===== config.mk =====
export PLATFORM = sky130hd
export DESIGN_NAME = result_writer
export DESIGN_NICKNAME = d
export VERILOG_FILES = /design/src/rtl/mandel_pkg.sv /design/src/rtl/result_writer.sv
export VERILOG_INCLUDE_DIRS = /design/src /design/src/rtl
export SDC_FILE = /design/constraint.sdc
export NUM_CORES = 1
export LEC_CHECK = 0
export BUFFER_PORTS_ARGS = -buffer_cell sky130_fd_sc_hd__buf_4
export CORE_UTILIZATION = 33
export CTS_CLUSTER_SIZE = 12
export DETAILED_ROUTE_END_ITERATION = 12
export PLACE_DENSITY = 0.68
export SLEW_MARGIN = 20
export SYNTH_ARGS = -nofsm -noshare
export SYNTH_HDL_FRONTEND = slang
export SYNTH_SLANG_ARGS = --single-unit

===== constraint.sdc =====
create_clock -name clk -period 3.97 [get_ports clk]
set_input_delay 0.1985 -clock clk [delete_from_list [all_inputs] [get_ports clk]]
set_output_delay 0.1985 -clock clk [all_outputs]
set_load 0.05 [all_outputs]

===== src/rtl/mandel_config.svh =====
`ifndef MANDEL_CONFIG_SVH
`define MANDEL_CONFIG_SVH

//////////////////////////////
// Renderer sizing
//////////////////////////////

// Iterators in the bank
`define MANDEL_NUM_ITERATORS 4

// Escape-time iteration limit
`define MANDEL_ITER_MAX 1000

//////////////////////////////
// Fixed-point format
//////////////////////////////

// Signed 4.23 values
`define MANDEL_FIX_WIDTH 27
`define MANDEL_FIX_FRAC 23

// Pixel step at zoom 0, about 0.00464 per pixel
`define MANDEL_BASE_STEP 39000

//////////////////////////////
// Frame buffer and controls
//////////////////////////////

// Enough for a 640 x 480 frame
`define MANDEL_ADDR_WIDTH 19

// Zoom levels 0 to 31
`define MANDEL_ZOOM_WIDTH 5

`endif


===== src/rtl/mandel_pkg.sv =====
`default_nettype none

`include "mandel_config.svh"

package mandel_pkg;

	//////////////////////////////
	// Datapath types
	//////////////////////////////

	// Signed 4.23 fixed point
	typedef logic signed [`MANDEL_FIX_WIDTH-1:0] fixed_t;

	// Holds counts up to the iteration limit
	typedef logic [$clog2(`MANDEL_ITER_MAX):0] iter_count_t;

	// Frame-buffer address, row * width + column
	typedef logic [`MANDEL_ADDR_WIDTH-1:0] pixel_addr_t;

	// RRRGGGBB
	typedef logic [7:0] color_t;

	//////////////////////////////
	// State encodings
	//////////////////////////////

	// Escape iterator FSM
	typedef enum logic [1:0] {
		IDLE,
		CALC,
		DONE
	} iter_state_e;

	// Frame dispatcher FSM
	typedef enum logic [1:0] {
		DISP_IDLE,
		DISP_ISSUE,
		DISP_DRAIN,
		DISP_DONE
	} disp_state_e;

endpackage

`default_nettype wire


===== src/rtl/result_writer.sv =====
`timescale 1ns/1ps
`default_nettype none

`include "mandel_config.svh"

module result_writer (
	input logic clk,
	input logic reset,
	input logic [`MANDEL_NUM_ITERATORS-1:0] result_valid,
	input mandel_pkg::iter_count_t result_count [`MANDEL_NUM_ITERATORS],
	input mandel_pkg::pixel_addr_t result_addr [`MANDEL_NUM_ITERATORS],
	output logic [`MANDEL_NUM_ITERATORS-1:0] result_ready,
	output logic mem_we,
	output mandel_pkg::pixel_addr_t mem_addr,
	output mandel_pkg::color_t mem_data
);

	localparam int sel_width = (`MANDEL_NUM_ITERATORS > 1) ? $clog2(`MANDEL_NUM_ITERATORS) : 1;

	//////////////////////////////
	// Palette in RRRGGGBB
	//////////////////////////////

	localparam mandel_pkg::color_t color_black = 8'b000_000_00;
	localparam mandel_pkg::color_t color_brown = 8'b011_001_00;
	localparam mandel_pkg::color_t color_tan = 8'b101_010_01;
	localparam mandel_pkg::color_t color_plum = 8'b011_001_01;
	localparam mandel_pkg::color_t color_navy = 8'b001_001_01;
	localparam mandel_pkg::color_t color_olive = 8'b011_010_10;
	localparam mandel_pkg::color_t color_teal = 8'b010_100_10;

	logic [sel_width-1:0] sel;
	logic found;

	// Coarse bands halving down from the limit
	function automatic mandel_pkg::color_t palette(input mandel_pkg::iter_count_t count);
		// Never escaped
		if (count >= `MANDEL_ITER_MAX - 1) begin
			return color_black;
		end else if (count >= (`MANDEL_ITER_MAX >> 2)) begin
			// Half and quarter bands share one colour
			return color_brown;
		end else if (count >= (`MANDEL_ITER_MAX >> 3)) begin
			return color_tan;
		end else if (count >= (`MANDEL_ITER_MAX >> 4)) begin
			return color_plum;
		end else if (count >= (`MANDEL_ITER_MAX >> 5)) begin
			return color_navy;
		end else if (count >= (`MANDEL_ITER_MAX >> 6)) begin
			return color_olive;
		end
		// Fast escapes all share one colour
		return color_teal;
	endfunction

	//////////////////////////////
	// Fixed-priority grant
	//////////////////////////////

	always_comb begin
		result_ready = '0;
		sel = '0;
		found = 1'b0;
		for (int k = 0; k < `MANDEL_NUM_ITERATORS; k++) begin
			if (result_valid[k] && !found) begin
				result_ready[k] = 1'b1;
				sel = sel_width'(k);
				found = 1'b1;
			end
		end
	end

	// Write strobe registered one cycle behind the grant
	always_ff @(posedge clk) begin
		if (reset) begin
			mem_we <= 1'b0;
		end else begin
			mem_we <= found;
		end
	end

	// Address and colour of the granted result
	always_ff @(posedge clk) begin
		if (found) begin
			mem_addr <= result_addr[sel];
			mem_data <= palette(result_count[sel]);
		end
	end

endmodule

`default_nettype wire


# Word level (Yosys, flattened, before mapping)
# Cells that the tools add are included.
# classes
order_cmp,7
muxes,29
bitwise_logic,2
n_reduce_logical,8
# op_table
cell,count
binary-select mux 19 bit (select 2 bit),1
two-way mux 19 bit,2
two-way mux 8 bit,4
binary-select mux 11 bit (select 2 bit),1
two-way mux 11 bit,2
two-way mux 1 bit,15
two-way mux 7 bit,2
"greater-or-equal comparator 11 x 10 -> 1 bit, second input constant",1
"greater-or-equal comparator 11 x 4 -> 1 bit, second input constant",1
"greater-or-equal comparator 11 x 5 -> 1 bit, second input constant",1
"greater-or-equal comparator 11 x 6 -> 1 bit, second input constant",1
"greater-or-equal comparator 11 x 7 -> 1 bit, second input constant",1
"greater-or-equal comparator 11 x 8 -> 1 bit, second input constant",1
two-way mux 2 bit,2
"greater-or-equal comparator 3 bit, second input constant",1
logical AND 1 bit,3
zero test 1 bit,3
NOT 2 -> 3 bit,1
OR reduction 3 bit,1
OR reduction 2 bit,1
NOT 1 bit,1
# word_totals
regBits,28
inputBits,126
out_inout_bits,32
elab_cells,51

# Logic depth before layout (Yosys ltp)
# logic_depth
depth_word,24
depth_mapped,9
ltp_nobuf,8

# Least setup slack after synthesis
# No wires, ideal clock.
# synth_path
kind,input to register
start,input result_valid[2]
end,register mem_data[6] (data pin)
setup_ns,0.261
arrival_time_ns,2.437
required_time_ns,3.709
path_slack_ns,1.273
stages,8
n_path_buf,0
cell_sequence,or4b_4 clkinv_2 a222oi_1 a221o_1 or3_1 o311a_1 o221ai_2 a21oi_1
# synth_via
elab_chain_cells,17
word_cells_on_any_way,28
classes_between,order compare: 6; mux: 18; bitwise: 1; reduce/logical: 3
# synth_rtl
element,line,text
from (decl),result_writer.sv:9,"input logic [`MANDEL_NUM_ITERATORS-1:0] result_valid,"
logical AND 1 bit (*),result_writer.sv:65,if (result_valid[k] && !found) begin
two-way mux 1 bit,result_writer.sv:65,
zero test 1 bit,result_writer.sv:65,
logical AND 1 bit,result_writer.sv:65,
two-way mux 2 bit (*),result_writer.sv:65,
NOT 2 -> 3 bit (implied by the code) (*),result_writer.sv:86,mem_data <= palette(result_count[sel]);
binary-select mux 11 bit (select 2 bit) (*),result_writer.sv:86,
two-way mux 11 bit (implied by the code) (*) (2 in a row),result_writer.sv:86,
greater-or-equal comparator 11 x 4 -> 1 bit,result_writer.sv:49,end else if (count >= (`MANDEL_ITER_MAX >> 6)) begin
two-way mux 1 bit,result_writer.sv:49,
two-way mux 1 bit,result_writer.sv:47,end else if (count >= (`MANDEL_ITER_MAX >> 5)) begin
two-way mux 1 bit,result_writer.sv:45,end else if (count >= (`MANDEL_ITER_MAX >> 4)) begin
two-way mux 1 bit,result_writer.sv:43,end else if (count >= (`MANDEL_ITER_MAX >> 3)) begin
two-way mux 1 bit,result_writer.sv:40,end else if (count >= (`MANDEL_ITER_MAX >> 2)) begin
two-way mux 1 bit,result_writer.sv:38,if (count >= `MANDEL_ITER_MAX - 1) begin
two-way mux 1 bit,result_writer.sv:84,if (found) begin
to (signal assigned),result_writer.sv:86,
to (decl),result_writer.sv:15,output mandel_pkg::color_t mem_data
# Every way passes the cells marked *; elsewhere a longest branch is shown, timed or not. The select of a mux whose other input is x is not followed.
# A chain may end at the register's enable or synchronous reset.

# Worst setup path in the final report
# layout_path
start,input result_valid[2]
end,register mem_data[2] (data pin)
# layout_via
elab_chain_cells,19
word_cells_on_any_way,29
classes_between,order compare: 6; mux: 17; bitwise: 2; reduce/logical: 4
# layout_rtl
element,line
logical AND 1 bit (*),result_writer.sv:65
two-way mux 1 bit,result_writer.sv:65
zero test 1 bit,result_writer.sv:65
logical AND 1 bit,result_writer.sv:65
two-way mux 2 bit (*),result_writer.sv:65
NOT 2 -> 3 bit (implied by the code) (*),result_writer.sv:86
binary-select mux 11 bit (select 2 bit) (*),result_writer.sv:86
two-way mux 11 bit (implied by the code) (*) (2 in a row),result_writer.sv:86
[... 2 more ...],-
two-way mux 1 bit,result_writer.sv:47
two-way mux 1 bit,result_writer.sv:45
two-way mux 1 bit,result_writer.sv:43
two-way mux 1 bit,result_writer.sv:40
two-way mux 1 bit,result_writer.sv:38
two-way mux 1 bit,result_writer.sv:84
NOT 1 bit (no source line),-
OR reduction 2 bit (no source line),-
# Marks and branches as above.

==> summary.txt <==
Place
  • IO buf count: 157
  • RD Place Congestion: about 0.93
  • Placed cell count: around 430
  • HPWL after detailed placement: 5300 um

Worst setup path
  • Peak per-stage delay on the critical path: 0.57 ns
  • Crit Path Category: input port to register
  • Critical-path top delay cell: or4b_4
  • CP max FO: 24
  • Worst EP required: 3.99 ns
  • CP Capture Type: register
  • Worst Setup SP: result_valid[2]
  • Crit path to: mem_data[2]
  • Cell Chain, Critical Path: buf_4, or4b_4, clkinv_2, a222oi_1, a221o_1, or3_1, o311a_1, o221ai_2, nor2_1
  • Arr. time, crit path: between 2 and 3 ns
  • Crit start category: input port

Global routing
  • GR Overflow Total: 0
  • Global-route wire length before repair: 10,600 um
  • Initial antenna violation count: 0
  • Largest net degree at the start of global routing: 28
  • Tot GR Track Use: 22.4%
  • Vias in the first global route: between 2,000 and 2,500

Layout
  • Multi-input gate area: 946 sq um
  • Nets@finish: 486
  • Non-Filler Instances: 429
  • Reg area: 831 sq um
  • Commonest non-fill, non-tap cell in the layout: buf_4
  • Layout area overhead: 70.1%
  • Antenna diodes: 0
  • Number of fill cells in the layout: roughly 470
  • Layout cells sized above 1: a little under half
  • Commonest cells after routing, fill and taps aside: buf_4, nand2_1, edfxtp_1

Clock network
  • CTS resizes: 0
  • CTS Buf Count: 3
  • Clock Path Buffers: 2
  • Worst-path clk slew: 0.09 ns
  • CTS tree: done
  • H-tree Lvls: 1
  • Setup bufs post-CTS: 0
  • Hold_buf cts: 0
  • CTS sink count: 28
  • Clk root buf: clkbuf_8

Routing
  • Total number of vias: 2,295
  • Drc violations: 0
  • Antenna viol nets, final: 0
  • Drt first-iter violations: 137
  • Routed len/inst: approximately 15 um
  • Pre-antenna DRT Iters: 4
  • Drt via density: 5.35
  • Post-Route WL: 6650 um

Timing
  • Final Max Tran Viols: 0
  • Relative slew slack: 58.1%
  • Fin crit share: about two thirds
  • RSZ-0062 raised after global routing: no
  • Final setup fails: 0
  • Actual slew at the worst max-slew pin: 0.626 ns
  • Fin. Hold Viols: 0
  • Minimum clock period: 2.59 ns
  • Max Fclk: roughly 390 MHz
  • Final TNS setup: 0 ns

Hold path
  • Min-delay src: reset
  • Hold Crit Class: input port to register

Die
  • CORE AREA: 0.00524 sq mm
  • Cell row count: 26
  • Die span in x: 76.8 um
  • Initial Util: roughly a third
  • Die ar.: 0.00590 sq mm
  • Boundary pin count: between 150 and 200
  • Chip height: 76.8 um

Yosys
  • Synth async-reset ratio: 0%
  • Distinct cells, synth: 35
  • Post-synth EDFFs: 27
  • Synthesis-stage register bit count: 28
  • Seq/Total Area, Yosys: 45.0%
  • Cell count after synthesis: 208
  • Ys Warns: 0
  • Synth Cell Area: 0.00185 sq mm
  • Syn Nets: about 330
  • Ys flop type: edfxtp_1
  • Synthesized area per cell: 8.88 sq um

Power and ir drop
  • Pleak: 1.44 nW
  • Worst VDD drop: 0.151 mV
  • Pwr dens: 291 mW/mm^2
  • Final Power: 0.916 mW

Run status
  • Status: complete, no violations

Job
  • Max Cap Viol: 0
## sequential cells by signal, indices dropped and copies added (netlist names)
signal / cells
mem_we: 1
mem_data: 8
mem_addr: 19
## final cells by class
type	count	share of cell area, %
sequential	28	26.4
clock buffer	4	1.43
timing repair buffer	161	38.5
tap	70	2.79
inverter	6	0.757
multi-input combinational	160	30.1
## critical path: cells and delay by family
| family | cells | cell delay [ns] |
|---|---|---|
| compound gates | 4 | 1.12 |
| buf+inv | 2 | 0.25 |
| simple gates | 3 | 1.04 |
## worst min path at each step
| stage | endpoint | slack [ns] | cells after the start |
|---|---|---|---|
| detailed placement | mem_we | 0.36 | 2 |
| global placement | mem_we | 0.36 | 2 |
| CTS | mem_we | 0.07 | 2 |
| global route | mem_we | 0.07 | 2 |
| finish | mem_we | 0.08 | 2 |
| floorplan | mem_we | 0.27 | 1 |
## Yosys cell counts (2+ instances only)
library cell,number,area (sq um)
nand2_1,40,150
nor3b_1,9,67.6
o22ai_1,20,125
inv_1,5,18.8
nand2b_1,3,18.8
o32ai_1,2,17.5
nor2b_1,9,56.3
or3_1,4,25.0
nor3_1,4,20.0
a31oi_1,19,119
nor2_1,7,26.3
clkbuf_1,11,41.3
o221ai_1,9,78.8
and2_1,3,18.8
and3_1,2,12.5
o21ai_0,11,55.1
edfxtp_1,27,811
a21oi_1,6,30.0
## cells by family after synthesis
family / share of synthesized area (%)
AO/OA/AOI/OAI: 27.6
buffers and inverters: 4.40
flip-flops: 45.0
AND/OR/NAND/NOR: 23.0
## through the flow
stage / util (%) / hold WS (ns) / cell area (sq um) / setup slack, ns
3_3_place_gp: 59.1 / 0.355 / 3090 / 1.18
3_5_place_dp: 59.1 / 0.360 / 3090 / 1.11
5_1_grt: 60.0 / 0.0715 / 3140 / 1.27
2_1_floorplan: - / 0.268 / 1850 / 1.27
6_report: 60.0 / 0.0755 / 3140 / 1.38
4_1_cts: 59.9 / 0.0679 / 3140 / 1.40
## where the power goes
| part | switching (mW) | total (mW) | internal (mW) | leakage [nW] |
|---|---|---|---|---|
| sequential | 0.00854 | 0.369 | 0.361 | 0.295 |
| clock | 0.0803 | 0.152 | 0.0717 | 0.0228 |
| combinational | 0.230 | 0.394 | 0.164 | 1.12 |
## routing by layer
metal	global-route usage, %	wire (um)	vias to the layer above
li1	-	-	1110
met1	29.1	2790	1068
met2	38.2	3300	109
met3	3.93	466	8
met4	5.96	100	0
met5	0	0	-
Power figures use the tool's default switching activity.
