==> src/rtl/mandel_config.svh <==
`ifndef MANDEL_CONFIG_SVH
`define MANDEL_CONFIG_SVH

//////////////////////////////
// Renderer sizing
//////////////////////////////

// Iterators in the bank
`define MANDEL_NUM_ITERATORS 4

// Escape-time iteration limit
`define MANDEL_ITER_MAX 1000

//////////////////////////////
// Fixed-point format
//////////////////////////////

// Signed 4.23 values
`define MANDEL_FIX_WIDTH 27
`define MANDEL_FIX_FRAC 23

// Pixel step at zoom 0, about 0.00464 per pixel
`define MANDEL_BASE_STEP 39000

//////////////////////////////
// Frame buffer and controls
//////////////////////////////

// Enough for a 640 x 480 frame
`define MANDEL_ADDR_WIDTH 19

// Zoom levels 0 to 31
`define MANDEL_ZOOM_WIDTH 5

`endif

==> src/rtl/mandel_pkg.sv <==
`default_nettype none

`include "mandel_config.svh"

package mandel_pkg;

	//////////////////////////////
	// Datapath types
	//////////////////////////////

	// Signed 4.23 fixed point
	typedef logic signed [`MANDEL_FIX_WIDTH-1:0] fixed_t;

	// Holds counts up to the iteration limit
	typedef logic [$clog2(`MANDEL_ITER_MAX):0] iter_count_t;

	// Frame-buffer address, row * width + column
	typedef logic [`MANDEL_ADDR_WIDTH-1:0] pixel_addr_t;

	// RRRGGGBB
	typedef logic [7:0] color_t;

	//////////////////////////////
	// State encodings
	//////////////////////////////

	// Escape iterator FSM
	typedef enum logic [1:0] {
		IDLE,
		CALC,
		DONE
	} iter_state_e;

	// Frame dispatcher FSM
	typedef enum logic [1:0] {
		DISP_IDLE,
		DISP_ISSUE,
		DISP_DRAIN,
		DISP_DONE
	} disp_state_e;

endpackage

`default_nettype wire

==> src/rtl/pixel_dispatcher.sv <==
`timescale 1ns/1ps
`default_nettype none

`include "mandel_config.svh"

module pixel_dispatcher #(
	parameter int frame_width = 640,
	parameter int frame_height = 480
) (
	input logic clk,
	input logic reset,
	input logic start,
	input mandel_pkg::fixed_t x_start,
	input mandel_pkg::fixed_t y_start,
	input mandel_pkg::fixed_t step,
	input logic [`MANDEL_NUM_ITERATORS-1:0] pixel_ready,
	input logic write_done,
	output logic [`MANDEL_NUM_ITERATORS-1:0] pixel_valid,
	output mandel_pkg::fixed_t c_re,
	output mandel_pkg::fixed_t c_im,
	output mandel_pkg::pixel_addr_t pixel_addr,
	output logic done
);

	localparam int total_pixels = frame_width * frame_height;
	localparam int col_width = $clog2(frame_width + 1);
	localparam int row_width = $clog2(frame_height + 1);

	mandel_pkg::disp_state_e state;
	logic [col_width-1:0] col;
	logic [row_width-1:0] row;
	mandel_pkg::pixel_addr_t write_count;
	// Frame origin and step, latched at start
	mandel_pkg::fixed_t x_origin;
	mandel_pkg::fixed_t step_q;
	logic accept;
	logic transfer;
	logic found;
	logic end_of_row;
	logic last_pixel;
	logic last_write;

	// New frame only from idle or after the previous one finished
	assign accept = start && (state == mandel_pkg::DISP_IDLE || state == mandel_pkg::DISP_DONE);

	assign end_of_row = (col == col_width'(frame_width - 1));
	assign last_pixel = end_of_row && (row == row_width'(frame_height - 1));
	assign last_write = write_done && (write_count == mandel_pkg::pixel_addr_t'(total_pixels - 1));

	//////////////////////////////
	// Offer to lowest free iterator
	//////////////////////////////

	always_comb begin
		pixel_valid = '0;
		found = 1'b0;
		for (int k = 0; k < `MANDEL_NUM_ITERATORS; k++) begin
			if (state == mandel_pkg::DISP_ISSUE && pixel_ready[k] && !found) begin
				pixel_valid[k] = 1'b1;
				found = 1'b1;
			end
		end
	end

	assign transfer = |(pixel_valid & pixel_ready);

	// Frame FSM and counters
	always_ff @(posedge clk) begin
		if (reset) begin
			state <= mandel_pkg::DISP_IDLE;
			col <= '0;
			row <= '0;
			pixel_addr <= '0;
			write_count <= '0;
		end else begin
			if (accept) begin
				state <= mandel_pkg::DISP_ISSUE;
				col <= '0;
				row <= '0;
				pixel_addr <= '0;
				write_count <= '0;
			end else begin
				// Raster walk, one pixel per transfer
				if (transfer) begin
					pixel_addr <= pixel_addr + 1'b1;
					if (end_of_row) begin
						col <= '0;
						row <= row + 1'b1;
					end else begin
						col <= col + 1'b1;
					end
					// Nothing more to hand out
					if (last_pixel) begin
						state <= mandel_pkg::DISP_DRAIN;
					end
				end
				// Frame ends with its last frame-buffer write
				if (write_done) begin
					write_count <= write_count + 1'b1;
				end
				if (state == mandel_pkg::DISP_DRAIN && last_write) begin
					state <= mandel_pkg::DISP_DONE;
				end
			end
		end
	end

	//////////////////////////////
	// Complex coordinate stepping
	//////////////////////////////

	always_ff @(posedge clk) begin
		if (accept) begin
			x_origin <= x_start;
			step_q <= step;
			c_re <= x_start;
			c_im <= y_start;
		end else if (transfer) begin
			if (end_of_row) begin
				// Back to left edge, one row down
				c_re <= x_origin;
				c_im <= c_im - step_q;
			end else begin
				c_re <= c_re + step_q;
			end
		end
	end

	assign done = (state == mandel_pkg::DISP_DONE);

endmodule

`default_nettype wire

==> config.mk <==
export PLATFORM = sky130hd
export DESIGN_NAME = pixel_dispatcher
export DESIGN_NICKNAME = d
export VERILOG_FILES = /design/src/rtl/mandel_pkg.sv /design/src/rtl/pixel_dispatcher.sv
export VERILOG_INCLUDE_DIRS = /design/src /design/src/rtl
export SDC_FILE = /design/constraint.sdc
export NUM_CORES = 1
export LEC_CHECK = 0
export BUFFER_PORTS_ARGS = -buffer_cell sky130_fd_sc_hd__buf_2
export CORE_ASPECT_RATIO = 0.9
export CORE_MARGIN = 8
export CORE_UTILIZATION = 25
export CTS_CLUSTER_DIAMETER = 80
export CTS_CLUSTER_SIZE = 20
export DETAILED_ROUTE_END_ITERATION = 12
export PLACE_DENSITY = 0.43
export SLEW_MARGIN = 5
export SYNTH_ARGS = -nofsm -noshare
export SYNTH_HDL_FRONTEND = slang
export SYNTH_SLANG_ARGS = --single-unit
==> constraint.sdc <==
create_clock -name clk -period 4.6 [get_ports clk]
set_input_delay 0.23 -clock clk [delete_from_list [all_inputs] [get_ports clk]]
set_output_delay 0.23 -clock clk [all_outputs]
set_load 0.02 [all_outputs]
; Yosys cells after proc, flatten, opt, wreduce, memory -nomap -nowiden
; Cells that the tools add are included.
[totals]
mem_count = 0
latchBits = 0
elab_cells = 68
inputBits = 89
ram_bits = 0
regBits = 167
romBits = 0
out_inout_bits = 78
[op_classes]
muxes = 17
n_eq_ne = 6
shifts = 0
order_cmp = 0
n_bitwise = 1
div_mod_pow = 0
multipliers = 0
addsub = 6
reduce_logical = 28
[op_table]
columns = cell, count
row1 = $mux W27, 6
row2 = $add A19 B1 Y19 const B, 2
row3 = $add A27 B27 Y27, 1
row4 = $sub A27 B27 Y27, 1
row5 = $eq A19 B19 Y1 const B, 1
row6 = $logic_and A1 B1 Y1, 11
row7 = $add A10 B1 Y10 const B, 1
row8 = $eq A10 B10 Y1 const B, 1
row9 = $mux W10, 1
row10 = $add A9 B1 Y9 const B, 1
row11 = $eq A9 B9 Y1 const B, 1
row12 = $reduce_and A2 Y1, 4
row13 = $reduce_bool A2 Y1, 4
row14 = $mux W1, 7
row15 = $mux W2, 3
row16 = $reduce_bool A3 Y1, 2
row17 = $and A4 B4 Y4, 1
row18 = $eq A2 B2 Y1 const B, 2
row19 = $reduce_or A4 Y1, 1
row20 = $logic_not A1 Y1, 3
row21 = $eq A2 B1 Y1 const B, 1
row22 = $logic_not A2 Y1, 1
row23 = $reduce_or A2 Y1, 1
row24 = $logic_or A1 B1 Y1, 1

; Logic depth before layout (Yosys ltp)
[depth]
word_depth = 17
depth_mapped = 11
mapped_depth_nobuf = 11

; Least setup slack after synthesis
; OpenSTA, ideal clock, no wires.
[synth_timing]
kind = register to register
from = reg state[0]
to = reg c_re[25], data pin
n_path_buf = 2
arrival_time_ns = 3.035
synth_period_minus_slack_ns = 3.392
path_slack_ns = 1.208
path_stages_with_launch = 8
setup_time_ns = 0.357
t_required_ns = 4.243
cell_sequence = dfxtp_1 inv_1 ha_1 nand2_1 inv_1 clkbuf_1 buf_1 o221ai_1
[synth_via]
elab_chain_len = 4
word_cells_on_any_way = 5
classes_between = 1 x eq/ne / 1 x mux / 3 x reduce/logical
[synth_lines]
columns = item, line_no
row1 = start: declaration, pixel_dispatcher.sv:29  ; mandel_pkg::disp_state_e state;
row2 = start signal: assignment, pixel_dispatcher.sv:70  ; state <= mandel_pkg::DISP_IDLE;
row3 = start signal: assignment, pixel_dispatcher.sv:77  ; state <= mandel_pkg::DISP_ISSUE;
row4 = start signal: assignment, pixel_dispatcher.sv:94  ; state <= mandel_pkg::DISP_DRAIN;
row5 = $eq A2 B2 Y1 / $logic_not A2 Y1 (equally long branches), pixel_dispatcher.sv:44  ; assign accept = start && (state == mandel_pkg::DISP_IDLE || state == mandel_pkg::DISP_DONE);
row6 = $logic_or A1 B1 Y1 (*), pixel_dispatcher.sv:44
row7 = $logic_and A1 B1 Y1 (*), pixel_dispatcher.sv:44
row8 = via accept, pixel_dispatcher.sv:36  ; logic accept;
row9 = $mux W27 (*), pixel_dispatcher.sv:113  ; if (accept) begin
row10 = end signal: assignment, pixel_dispatcher.sv:116  ; c_re <= x_start;
row11 = end signal: assignment, pixel_dispatcher.sv:121  ; c_re <= x_origin;
row12 = end signal: assignment, pixel_dispatcher.sv:124  ; c_re <= c_re + step_q;
row13 = end: declaration, pixel_dispatcher.sv:19  ; output mandel_pkg::fixed_t c_re,
; The timed path passes the listed nets; every way through them passes the cells marked *.
; A chain may end at the register's enable or synchronous reset.

; Worst setup path in the final report
[layout_timing]
from = reg c_re[0]
to = reg c_re[22], data pin
[layout_via]
elab_chain_len = 4
[layout_lines]
columns = item, line_no
row1 = $add A27 B27 Y27, pixel_dispatcher.sv:124
row2 = $mux W27, pixel_dispatcher.sv:119  ; if (end_of_row) begin
row3 = $mux W27, pixel_dispatcher.sv:118  ; end else if (transfer) begin
row4 = $mux W27, pixel_dispatcher.sv:113
; No other way between the ends. The select of a mux whose other input is x is not followed.

==> results.toml <==
[status]
outcome = "complete, no violations"

[placement]
port_buffers = 166
dp.cells = 1620
dpl_cell_area_um2 = 11000
place_hpwl_um = 21700
finalWeightedCongestion = 0.841

[clock_tree]
cts.sinks = 167
clk_latency_ns = 0.45
path_clk_slew_ns = 0.07
cts_max_path_buffers = 2
cts_tree = "yes"
root_buffer = "clkbuf_16"
ctsResizeCount = 0
htree_levels = 4
cts_buffers = 17

[yosys]
ys_warn_count = 0
avgSynthCellArea_um2 = 9.74
synth_area_um2 = 9630
synth.distinct_cells = 75
syn-num-nets = 1139
synth-edff-count = 108
synth_seq_cells = 167
netlist_instances = 989
synthFlopType = "edfxtp_1"
ys_seq_area_frac = 0.459
async_flop_share = 0

[worst_setup_path]
path_cells = "ha_1 > inv_1 > fa_1 > nand2b_1 > a211oi_2 > o41ai_4 > o21ai_2 > o21ai_1 > and4b_1 > o32a_1"
worstPathArrival_ns = 3.11
cpLargestDelayFamily = "compound AO/OA/AOI/OAI gates"
cp-start-kind = "flip-flop"
max_stage_delay_ns = 0.39
cp-end-kind = "flip-flop"
cp_num_buf_inv = 1
critical_path_required_ns = 4.79
critPathMaxFanout = 6
slowest_stage = "fa_1"
path_class = "flip-flop to flip-flop"

[layout]
syn_to_final_growth_pct = 26.3
fillers = 4035
drive_gt1_frac = 0.188
final_area_um2 = 12200
num-nets-final = 1353
stdcell_count = 1707

[drt]
post-route-drc-count = 0
drt-total-wl_um = 29500
ant_nets = 0
wl_per_cell_um = 17.3
viasPerCell = 4.66
firstDrtPassIters = 4
vias = 7960
dr.first_iter.drc_count = 377

[grt]
grt_usage = 0.129
grt_pass1_vias = 8041
grt_pass1_wl_um = 45900
grt_max_degree = 69
overflow = 0
antenna_found_initial = 5

[die]
initial_utilization = 0.252
die_h_um = 202
die_x_um = 223
num_rows = 68
core_area_um2 = 38200
die-area_um2 = 45100
pin_count = 167

[sta]
slew_viol_final = 0
period_share = 0.634
setup_violations = 0
worst_pin_slew_ns = 0.860
setup_tns_ns = 0
hold_viol = 0
relSlewSlack = 0.427
fin_skew_ns = 0.0163
period_minus_slack_ns = 2.92
grt_setup_unrepaired = "false"
max_freq_mhz = 343

[hold_path]
hp-class = "input port to flip-flop"

[power]
peakVddDrop_uv = 204
p_leak_uw = 0.00499
powerDensity_nw_per_um2 = 428

[flow_run]
drv_cap = 0
## cells in the final DEF (no fill, tap or decap), types with 8 or more instances in the layout
master / Yosys / layout
nand4_1: 18 / 18
inv_1: 42 / 41
buf_2: 3 / 166
xnor2_1: 29 / 29
and3_1: 25 / 25
edfxtp_1: 108 / 108
nor2b_1: 8 / 8
a21oi_1: 79 / 79
nor2_1: 110 / 110
and2_1: 11 / 11
a31oi_1: 14 / 14
xor2_1: 54 / 54
clkbuf_16: 0 / 18
a21o_1: 23 / 23
buf_4: 1 / 9
ha_1: 59 / 59
o21ai_0: 46 / 46
or3_1: 9 / 9
nand2_1: 95 / 94
dlygate4sd3_1: 0 / 54
o21ai_1: 8 / 8
nand3_1: 32 / 32
nand2b_1: 9 / 9
dfxtp_1: 59 / 59
nor3_1: 13 / 13
## per-stage QoR
| step | hold slack, ns | power [uW] | worst slack (ns) | utilization |
|---|---|---|---|---|
| detailed placement | 0.408 | 3680 | 1.71 | 0.288 |
| global route | 0.0249 | 5520 | 1.50 | 0.318 |
| global placement | 0.409 | 3690 | 1.77 | 0.288 |
| floorplan | 0.299 | 3160 | 1.21 | - |
| CTS | 0.0272 | 5280 | 1.68 | 0.318 |
| finish | 0.0482 | 5210 | 1.68 | 0.318 |
## cell families after synthesis
logic type / count (synthesis) / synth area share
flops: 167 / 0.459
buf+inv: 76 / 0.0304
mux: 6 / 0.00637
fa+ha+maj: 61 / 0.0808
xor+xnor: 83 / 0.0755
compound gates: 239 / 0.168
simple gates: 357 / 0.179
## worst paths after layout
path / startpoint / to / slack [ns] / cells past startpoint
max: c_re[0]$_DFFE_PP_ / c_re[22]$_DFFE_PP_ / 1.68 / 10
min reg2reg: row[1]$_SDFFE_PP0P_ / row[1]$_SDFFE_PP0P_ / 0.49 / 2
max reg2reg: c_re[0]$_DFFE_PP_ / c_re[22]$_DFFE_PP_ / 1.68 / 10
min: x_start[15] / x_origin[15]$_DFFE_PP_ / 0.05 / 1
## synthesized netlist by cell type (9+ instances only)
cell / count / area [um^2]
xor2_1: 54 / 473
or3_1: 9 / 56.3
ha_1: 59 / 738
a21oi_1: 79 / 395
nand2b_1: 9 / 56.3
edfxtp_1: 108 / 3240
inv_1: 42 / 158
nand3_1: 32 / 160
nor2_1: 110 / 413
a31oi_1: 14 / 87.6
a21o_1: 23 / 173
xnor2_1: 29 / 254
nand2_1: 95 / 357
and2_1: 11 / 68.8
dfxtp_1: 59 / 1180
and3_1: 25 / 156
o21ai_0: 46 / 230
clkbuf_1: 26 / 97.6
nand4_1: 18 / 113
nor3_1: 13 / 65.1
## registers in the layout, summed over array words and instances (netlist names)
register and cells:
col 10, c_im 27, step_q 27, state 2, pixel_addr 19, row 9, x_origin 27, write_count 19
c_re 27
## layer usage
layer | GRT usage | vias up | wire length [um]
li1 | - | 4034 | -
met1 | 0.181 | 3727 | 15200
met3 | 0.0346 | 27 | 1330
met4 | 0.0320 | 8 | 346
met5 | 0 | - | 40
met2 | 0.194 | 164 | 12600
## layout make-up
cell class                 count  area (um^2)  area share
multi-input combinational    746         4910       0.404
sequential                   167         4420       0.364
timing repair buffer         229         1440       0.118
tap                          490          613      0.0504
clock buffer                  20          468      0.0385
inverter                      42          160      0.0132
clock inverter                12          136      0.0112
antenna                        1         2.50    0.000206
## power by group
group | internal [uW] | leakage [uW] | total, uW | switching, uW
Combinational | 702 | 0.00318 | 1780 | 1070
Sequential | 1800 | 0.00151 | 1910 | 105
Clock | 858 | 0.000304 | 1520 | 661
## what timing repair did
item,4_1_cts,5_1_grt
buffers inserted,0,0
endpoints found under the setup margin,0,0
endpoints found under the hold margin,54,0
hold buffers,54,0
Power figures use the tool's default switching activity.
